[config.mk]
export PLATFORM = sky130hd
export DESIGN_NAME = husky_top
export DESIGN_NICKNAME = d
export VERILOG_FILES = /design/src/rtl/husky_pkg.sv /design/src/rtl/husky_top.sv /design/src/rtl/reg_status_leds.sv /design/src/rtl/reg_target_ctrl.sv /design/src/rtl/usb_reg_bus.sv
export SDC_FILE = /design/constraint.sdc
export NUM_CORES = 1
export LEC_CHECK = 0
export BUFFER_PORTS_ARGS = -buffer_cell sky130_fd_sc_hd__buf_2
export CAP_MARGIN = 20
export CORE_MARGIN = 8
export CORE_UTILIZATION = 33
export CTS_CLUSTER_DIAMETER = 120
export CTS_CLUSTER_SIZE = 40
export DETAILED_ROUTE_END_ITERATION = 8
export PLACE_DENSITY = 0.6
export SYNTH_ARGS = -nofsm -noshare
export SYNTH_HDL_FRONTEND = slang
export SYNTH_SLANG_ARGS = --single-unit
[constraint.sdc]
create_clock -name clk_usb_buf -period 6 [get_ports clk_usb_buf]
set_input_delay 0.3 -clock clk_usb_buf [delete_from_list [all_inputs] [get_ports clk_usb_buf]]
set_output_delay 0.3 -clock clk_usb_buf [all_outputs]
set_load 0.02 [all_outputs]
[src/rtl/husky_pkg.sv]
package husky_pkg;

   // bus widths
   localparam int unsigned ADDR_W      = 8;
   localparam int unsigned DATA_W      = 8;
   localparam int unsigned BYTECNT_W   = 7;
   localparam int unsigned HEARTBEAT_W = 25;

   // heartbeat bit used to flash the LEDs on error
   localparam int unsigned FLASH_BIT = 22;

   // register map
   localparam logic [ADDR_W-1:0] REG_TARGET_CTRL = 8'h20;
   localparam logic [ADDR_W-1:0] REG_STATUS      = 8'h21;

   // target control byte fields
   localparam int unsigned CTRL_POWER_OFF = 0;
   localparam int unsigned CTRL_AVRPROG   = 1;
   localparam int unsigned CTRL_NRST_EN   = 2;
   localparam int unsigned CTRL_NRST_VAL  = 3;

   localparam logic [DATA_W-1:0] CTRL_RESET_VALUE = 8'h01;  // target unpowered

   // status register layout
   localparam int unsigned ERR_SRC_N    = 2;
   localparam int unsigned STAT_PLL_BIT = ERR_SRC_N;  // just above the flags

   // register access as seen by the register blocks
   typedef struct packed {
      logic [ADDR_W-1:0]    addr;
      logic [BYTECNT_W-1:0] bytecnt;
      logic [DATA_W-1:0]    wdata;
      logic                 read;   // one cycle
      logic                 write;  // one cycle
   } reg_bus_t;

   // host strobes, all active low
   typedef struct packed {
      logic rd_n;
      logic wr_n;
      logic ce_n;
      logic ale_n;
   } host_pins_t;

endpackage

[src/rtl/husky_top.sv]
module husky_top (
   input  logic                             clk_usb_buf,
   input  logic                             arst_n_i,
   // host register bus
   input  husky_pkg::host_pins_t            host_i,
   input  logic [husky_pkg::ADDR_W-1:0]     usb_addr_i,
   input  logic [husky_pkg::DATA_W-1:0]     usb_data_i,
   output logic [husky_pkg::DATA_W-1:0]     usb_data_o,
   output logic                             usb_data_oe_o,
   // SAM programming lines
   input  logic                             sam_mosi_i,
   input  logic                             sam_spck_i,
   output logic                             sam_miso_o,
   output logic                             sam_miso_oe_o,
   // target pins
   input  logic                             target_miso_i,
   output logic                             target_poweron_o,
   output logic                             target_nrst_o,
   output logic                             target_nrst_oe_o,
   output logic                             target_mosi_o,
   output logic                             target_mosi_oe_o,
   output logic                             target_sck_o,
   output logic                             target_sck_oe_o,
   // status
   input  logic [husky_pkg::ERR_SRC_N-1:0]  err_src_i,
   input  logic                             pll_status_i,
   input  logic                             led_glitch_i,
   output logic                             led_adc_o,
   output logic                             led_glitch_o
);
   import husky_pkg::*;

   reg_bus_t          reg_bus;
   logic [DATA_W-1:0] rdata_ctrl;
   logic [DATA_W-1:0] rdata_status;
   logic [DATA_W-1:0] rdata_merged;

   // unaddressed blocks return zero
   assign rdata_merged = rdata_ctrl | rdata_status;

   usb_reg_bus u_usb_reg_bus (
      .clk_usb_buf   (clk_usb_buf),
      .arst_n_i      (arst_n_i),
      .host_i        (host_i),
      .usb_addr_i    (usb_addr_i),
      .usb_data_i    (usb_data_i),
      .rdata_i       (rdata_merged),
      .reg_bus_o     (reg_bus),
      .usb_data_o    (usb_data_o),
      .usb_data_oe_o (usb_data_oe_o)
   );

   reg_target_ctrl u_reg_target_ctrl (
      .clk_usb_buf      (clk_usb_buf),
      .arst_n_i         (arst_n_i),
      .reg_bus_i        (reg_bus),
      .sam_mosi_i       (sam_mosi_i),
      .sam_spck_i       (sam_spck_i),
      .target_miso_i    (target_miso_i),
      .rdata_o          (rdata_ctrl),
      .target_poweron_o (target_poweron_o),
      .target_nrst_o    (target_nrst_o),
      .target_nrst_oe_o (target_nrst_oe_o),
      .target_mosi_o    (target_mosi_o),
      .target_mosi_oe_o (target_mosi_oe_o),
      .target_sck_o     (target_sck_o),
      .target_sck_oe_o  (target_sck_oe_o),
      .sam_miso_o       (sam_miso_o),
      .sam_miso_oe_o    (sam_miso_oe_o)
   );

   reg_status_leds u_reg_status_leds (
      .clk_usb_buf  (clk_usb_buf),
      .arst_n_i     (arst_n_i),
      .reg_bus_i    (reg_bus),
      .err_src_i    (err_src_i),
      .pll_status_i (pll_status_i),
      .led_glitch_i (led_glitch_i),
      .rdata_o      (rdata_status),
      .led_adc_o    (led_adc_o),
      .led_glitch_o (led_glitch_o)
   );

endmodule

[src/rtl/reg_status_leds.sv]
module reg_status_leds (
   input  logic                             clk_usb_buf,
   input  logic                             arst_n_i,
   input  husky_pkg::reg_bus_t              reg_bus_i,
   input  logic [husky_pkg::ERR_SRC_N-1:0]  err_src_i,
   input  logic                             pll_status_i,
   input  logic                             led_glitch_i,
   output logic [husky_pkg::DATA_W-1:0]     rdata_o,
   output logic                             led_adc_o,
   output logic                             led_glitch_o
);
   import husky_pkg::*;

   logic [ERR_SRC_N-1:0]   flags_q;
   logic [ERR_SRC_N-1:0]   clr_mask;
   logic [HEARTBEAT_W-1:0] heartbeat_q;
   logic                   sel;
   logic                   any_err;
   logic                   flash;

   assign sel = (reg_bus_i.addr == REG_STATUS);

   // write-one-to-clear
   assign clr_mask = (reg_bus_i.write && sel) ? reg_bus_i.wdata[ERR_SRC_N-1:0] : '0;

   // a new error wins over a clear in the same cycle
   always_ff @(posedge clk_usb_buf or negedge arst_n_i) begin
      if (!arst_n_i) begin
         flags_q <= '0;
      end else begin
         flags_q <= (flags_q & ~clr_mask) | err_src_i;
      end
   end

   always_ff @(posedge clk_usb_buf or negedge arst_n_i) begin
      if (!arst_n_i) begin
         heartbeat_q <= '0;
      end else begin
         heartbeat_q <= heartbeat_q + 1'b1;  // free running
      end
   end

   always_comb begin
      rdata_o = '0;
      if (reg_bus_i.read && sel) begin
         rdata_o[ERR_SRC_N-1:0] = flags_q;
         rdata_o[STAT_PLL_BIT]  = pll_status_i;
      end
   end

   assign any_err = |flags_q;
   assign flash   = heartbeat_q[FLASH_BIT];

   // fast flash on any error, normal indication otherwise
   assign led_adc_o    = any_err ? flash : ~pll_status_i;
   assign led_glitch_o = any_err ? flash : led_glitch_i;

endmodule

[src/rtl/reg_target_ctrl.sv]
module reg_target_ctrl (
   input  logic                          clk_usb_buf,
   input  logic                          arst_n_i,
   input  husky_pkg::reg_bus_t           reg_bus_i,
   input  logic                          sam_mosi_i,
   input  logic                          sam_spck_i,
   input  logic                          target_miso_i,
   output logic [husky_pkg::DATA_W-1:0]  rdata_o,
   output logic                          target_poweron_o,
   output logic                          target_nrst_o,
   output logic                          target_nrst_oe_o,
   output logic                          target_mosi_o,
   output logic                          target_mosi_oe_o,
   output logic                          target_sck_o,
   output logic                          target_sck_oe_o,
   output logic                          sam_miso_o,
   output logic                          sam_miso_oe_o
);
   import husky_pkg::*;

   logic [DATA_W-1:0] ctrl_q;
   logic              sel;
   logic              powered;
   logic              avrprog;
   logic              nrst_en;

   // only the first byte of a burst is mapped
   assign sel = (reg_bus_i.addr == REG_TARGET_CTRL) && (reg_bus_i.bytecnt == '0);

   always_ff @(posedge clk_usb_buf or negedge arst_n_i) begin
      if (!arst_n_i) begin
         ctrl_q <= CTRL_RESET_VALUE;
      end else if (reg_bus_i.write && sel) begin
         ctrl_q <= reg_bus_i.wdata;
      end
   end

   assign rdata_o = (reg_bus_i.read && sel) ? ctrl_q : '0;

   // every target enable is qualified by power
   assign powered = ~ctrl_q[CTRL_POWER_OFF];
   assign avrprog = powered & ctrl_q[CTRL_AVRPROG];
   assign nrst_en = powered & ctrl_q[CTRL_NRST_EN];

   assign target_poweron_o = powered;

   // nRST: held low while programming, else optional drive
   always_comb begin
      if (avrprog) begin
         target_nrst_oe_o = 1'b1;
         target_nrst_o    = 1'b0;
      end else if (nrst_en) begin
         target_nrst_oe_o = 1'b1;
         target_nrst_o    = ctrl_q[CTRL_NRST_VAL];
      end else begin
         target_nrst_oe_o = 1'b0;
         target_nrst_o    = 1'b0;  // floating
      end
   end

   // SPI programming lines pass through from the SAM
   assign target_mosi_oe_o = avrprog;
   assign target_mosi_o    = avrprog & sam_mosi_i;
   assign target_sck_oe_o  = avrprog;
   assign target_sck_o     = avrprog & sam_spck_i;

   // MISO back to the SAM does not depend on target power
   assign sam_miso_oe_o = ctrl_q[CTRL_AVRPROG];
   assign sam_miso_o    = target_miso_i;

endmodule

[src/rtl/usb_reg_bus.sv]
module usb_reg_bus (
   input  logic                          clk_usb_buf,
   input  logic                          arst_n_i,
   input  husky_pkg::host_pins_t         host_i,
   input  logic [husky_pkg::ADDR_W-1:0]  usb_addr_i,
   input  logic [husky_pkg::DATA_W-1:0]  usb_data_i,
   input  logic [husky_pkg::DATA_W-1:0]  rdata_i,
   output husky_pkg::reg_bus_t           reg_bus_o,
   output logic [husky_pkg::DATA_W-1:0]  usb_data_o,
   output logic                          usb_data_oe_o
);
   import husky_pkg::*;

   // strobe synchroniser and edge-detect stage
   host_pins_t host_s1;
   host_pins_t host_s2;
   host_pins_t host_d;

   logic ale_fall;
   logic wr_rise;
   logic rd_fall;
   logic rd_rise;

   logic [ADDR_W-1:0]    addr_q;
   logic [BYTECNT_W-1:0] bytecnt_q;
   logic [DATA_W-1:0]    wdata_q;
   logic [DATA_W-1:0]    rdata_q;
   logic                 rd_stb_q;
   logic                 wr_stb_q;
   logic                 rd_active_q;

   // idle level of every strobe is high, so reset to ones
   always_ff @(posedge clk_usb_buf or negedge arst_n_i) begin
      if (!arst_n_i) begin
         host_s1 <= '1;
         host_s2 <= '1;
         host_d  <= '1;
      end else begin
         host_s1 <= host_i;
         host_s2 <= host_s1;
         host_d  <= host_s2;
      end
   end

   // edges only count while the chip is selected
   always_comb begin
      ale_fall = host_d.ale_n & ~host_s2.ale_n & ~host_s2.ce_n;
      wr_rise  = ~host_d.wr_n & host_s2.wr_n & ~host_s2.ce_n;
      rd_fall  = host_d.rd_n & ~host_s2.rd_n & ~host_s2.ce_n;
      rd_rise  = ~host_d.rd_n & host_s2.rd_n;
   end

   // one-cycle strobes
   always_ff @(posedge clk_usb_buf or negedge arst_n_i) begin
      if (!arst_n_i) begin
         wr_stb_q <= 1'b0;
         rd_stb_q <= 1'b0;
      end else begin
         wr_stb_q <= wr_rise;
         rd_stb_q <= rd_fall;
      end
   end

   // address and write data, host holds them stable around the edge
   always_ff @(posedge clk_usb_buf) begin
      if (ale_fall) begin
         addr_q <= usb_addr_i;
      end
      if (wr_rise) begin
         wdata_q <= usb_data_i;
      end
      if (rd_stb_q) begin
         rdata_q <= rdata_i;  // merged read byte, one cycle after strobe
      end
   end

   // drive the bus until the host releases RDn
   always_ff @(posedge clk_usb_buf or negedge arst_n_i) begin
      if (!arst_n_i) begin
         rd_active_q <= 1'b0;
      end else if (rd_stb_q) begin
         rd_active_q <= 1'b1;
      end else if (rd_rise) begin
         rd_active_q <= 1'b0;
      end
   end

   // byte counter, cleared by each address phase
   always_ff @(posedge clk_usb_buf or negedge arst_n_i) begin
      if (!arst_n_i) begin
         bytecnt_q <= '0;
      end else if (ale_fall) begin
         bytecnt_q <= '0;
      end else if (wr_stb_q || (rd_rise && rd_active_q)) begin
         bytecnt_q <= bytecnt_q + 1'b1;  // after the write strobe or at end of read
      end
   end

   always_comb begin
      reg_bus_o.addr    = addr_q;
      reg_bus_o.bytecnt = bytecnt_q;
      reg_bus_o.wdata   = wdata_q;
      reg_bus_o.read    = rd_stb_q;
      reg_bus_o.write   = wr_stb_q;
   end

   assign usb_data_o    = rdata_q;
   assign usb_data_oe_o = rd_active_q;

endmodule
==> results.cfg <==
[route]
wl_per_cell_microns = 13.5
drt_drc_violations_left = 0
vias_per_cell = 4.57
first_pass_iters = 4
drt_iter0_drc = 65
drt-total-wl_microns = 5260
postRouteAntennaNets = 0
vias = 1787

[place]
dp_hpwl_microns = 3840
port_buffers = 46
place.gp.congestion = 0.719

[worst_setup_path]
start_kind = flop
cp_top_family = simple AND/OR/NAND/NOR gates
slowest_delay_ns = 0.55
worst-setup-path-type = flop to flop
crit_path_max_fanout = 8
required_ns = 6.20
worst-path-buf-inv = 1
cp-end-kind = flop
slowest_stage = nor4b_1
critPathArrivalTime_ns = 2.14
worstPathCellList = inv_1 > ha_1 > nor4b_1 > and3_1 > a32o_1
rrSetupSlack_ns = 4.07

[global_routing]
grt_overflow = 0
grt_util_all_layers_pct = 8.98
grt_pass1_vias = 1881
antenna_found_initial = 0
grt_pass1_wl_microns = 9040
grt_start_max_net_pins = 55

[synth]
synthArstFlopShare_pct = 69.2
synth_common_cells = dfrtp_1, edfxtp_1, nor2_1
syn_area_sq_um = 3030
yosysTopAreaCell = dfrtp_1
synth-edff-count = 24
yosysWarningCount = 0
synth_cells = 219
yosysUniqueCellTypes = 36
avgSynthCellArea_sq_um = 13.9
syn-num-nets = 251
synth_top_area_share_pct = 34.6
yosysMostFrequentCell = dfrtp_1
yosys-top-cells-area = dfrtp_1, edfxtp_1, dfstp_2
ys.flop_type = dfrtp_1
synth_seq_cells = 78
yosysSeqAreaShare_pct = 68.8

[floorplanning]
num_rows = 35
dieWidth_microns = 112
start_util_pct = 33.5
die-area_sq_um = 12500
die_y_microns = 112
core_region_area_sq_um = 9060
ios = 49

[cells_and_area]
layout-drive-gt1-share_pct = 31.1
fillers = 883
nNetsFinal = 307
post-route-util_pct = 39.6
syn_to_final_growth_pct = 18.4
diodes = 0

[sta]
worstMarginPinSlew_ns = 1.04
hold_viol_final = 0
fmax_mhz = 517
fin_crit_ns = 1.93
timing.setup.tns_ns = 0
fin_worst_skew_ns = 0.00754
setup_viol = 0
whs_ns = 0.0466
period_share_pct = 32.2
slew_violations = 0
rsz0062_at_grt = false
max-slew-margin-rel_pct = 30.3

[clocking]
clock_latency_ns = 0.34
cts_setup_buffers = 0
hold_buffers = 0
ctsLongestPathBuffers = 2
clockRootBuffer = clkbuf_8
cts_resized = 0
cts_buffers = 9
h-tree-depth = 3
cts_tree = built
path_clk_slew_ns = 0.08
cts.sinks = 78

[job]
drv_cap = 0

[power]
irDropWorstVdd_mv = 0.132
p_leak_nw = 1.56
powerDensity_nw_per_um2 = 284

[outcome]
status = complete, no violations

[min_path]
min_path_type = input port to flop
## kinds of logic (layout without fill, tap and decap cells)
group           Yosys count  after routing  synth area share (%)
fa+ha+maj                 3              3                  1.24
simple gates             80             80                  14.6
flops                    78             78                  68.8
buf+inv                   9             70                  1.40
xor+xnor                 25             25                  7.22
compound gates           16             16                  3.75
mux                       8              8                  2.97
## final cells by class
type / count / area (sq um) / share of cell area, %
clock inverter: 5 / 37.5 / 1.04
timing repair buffer: 48 / 245 / 6.82
inverter: 6 / 22.5 / 0.627
clock buffer: 11 / 153 / 4.25
multi-input combinational: 132 / 910 / 25.3
tap: 111 / 139 / 3.86
sequential: 78 / 2090 / 58.1
## metrics by stage
stage	instances	setup WS [ns]	total power (W)	area [sq um]
final	391	4.07	0.00102	3590
after global routing	391	3.92	0.00107	3590
after CTS	391	4.08	0.00104	3590
after detailed placement	375	4.12	0.000661	3400
after global placement	375	4.22	0.000658	3400
after floorplan	219	4.01	0.000631	3030
## layout by cell type (no fill, tap or decap), types with 3 or more instances in the layout
master	synthesis	layout
xor2_1	9	9
edfxtp_1	24	24
nor2_1	18	18
inv_1	6	6
nor4_1	3	3
nand2_1	14	14
buf_2	0	46
dfstp_2	12	12
xnor2_1	16	16
and2_1	9	9
nand4_1	5	5
a32o_1	3	3
mux2_2	8	8
o21ai_0	4	4
nand3_1	13	13
a21o_1	3	3
dfrtp_1	42	42
nor3_1	4	4
ha_1	3	3
clkbuf_8	0	9
## final timing paths
path	from	to	depth (start not counted)
max	u_usb_reg_bus.bytecnt_q[0]$_DFFE_PN0P_	u_usb_reg_bus.usb_data_o[0]$_DFFE_PP_	5
min	host_i[1]	u_usb_reg_bus.host_s1[1]$_DFF_PN1_	1
max reg2reg	u_usb_reg_bus.bytecnt_q[0]$_DFFE_PN0P_	u_usb_reg_bus.usb_data_o[0]$_DFFE_PP_	5
min reg2reg	u_usb_reg_bus.host_s1[1]$_DFF_PN1_	u_usb_reg_bus.host_s2[1]$_DFF_PN1_	0
max in group asynchronous	arst_n_i	u_reg_target_ctrl.ctrl_q[7]$_DFFE_PN0P_	2
min in group asynchronous	arst_n_i	u_reg_status_leds.heartbeat_q[7]$_DFF_PN0_	2
## state kept, by name, indices dropped and copies added (netlist names)
register                       flops
u_usb_reg_bus.bytecnt_q            7
u_usb_reg_bus.host_d               3
u_reg_status_leds.heartbeat_q     23
u_reg_status_leds.flags_q          2
u_usb_reg_bus.addr_q               8
u_usb_reg_bus.host_s1              4
u_reg_target_ctrl.ctrl_q           8
u_usb_reg_bus.host_s2              4
u_usb_reg_bus.rd_stb_q             1
u_usb_reg_bus.usb_data_oe_o        1
u_usb_reg_bus.usb_data_o           8
u_usb_reg_bus.wdata_q              8
u_usb_reg_bus.wr_stb_q             1
## power breakdown
group / internal [W] / switching [W]
logic: 0.0000250 / 0.0000344
clock network: 0.000179 / 0.000192
registers: 0.000570 / 0.0000195
## routing by layer
metal  routed length [microns]  vias to the layer above  global-route usage, %
met5                         0                        -                      0
met4                        38                        0                   2.46
met3                       430                        4                   4.65
met2                      2350                       50                   13.8
met1                      2440                      853                   10.8
li1                          -                      880                      -
Power figures use the tool's default switching activity.
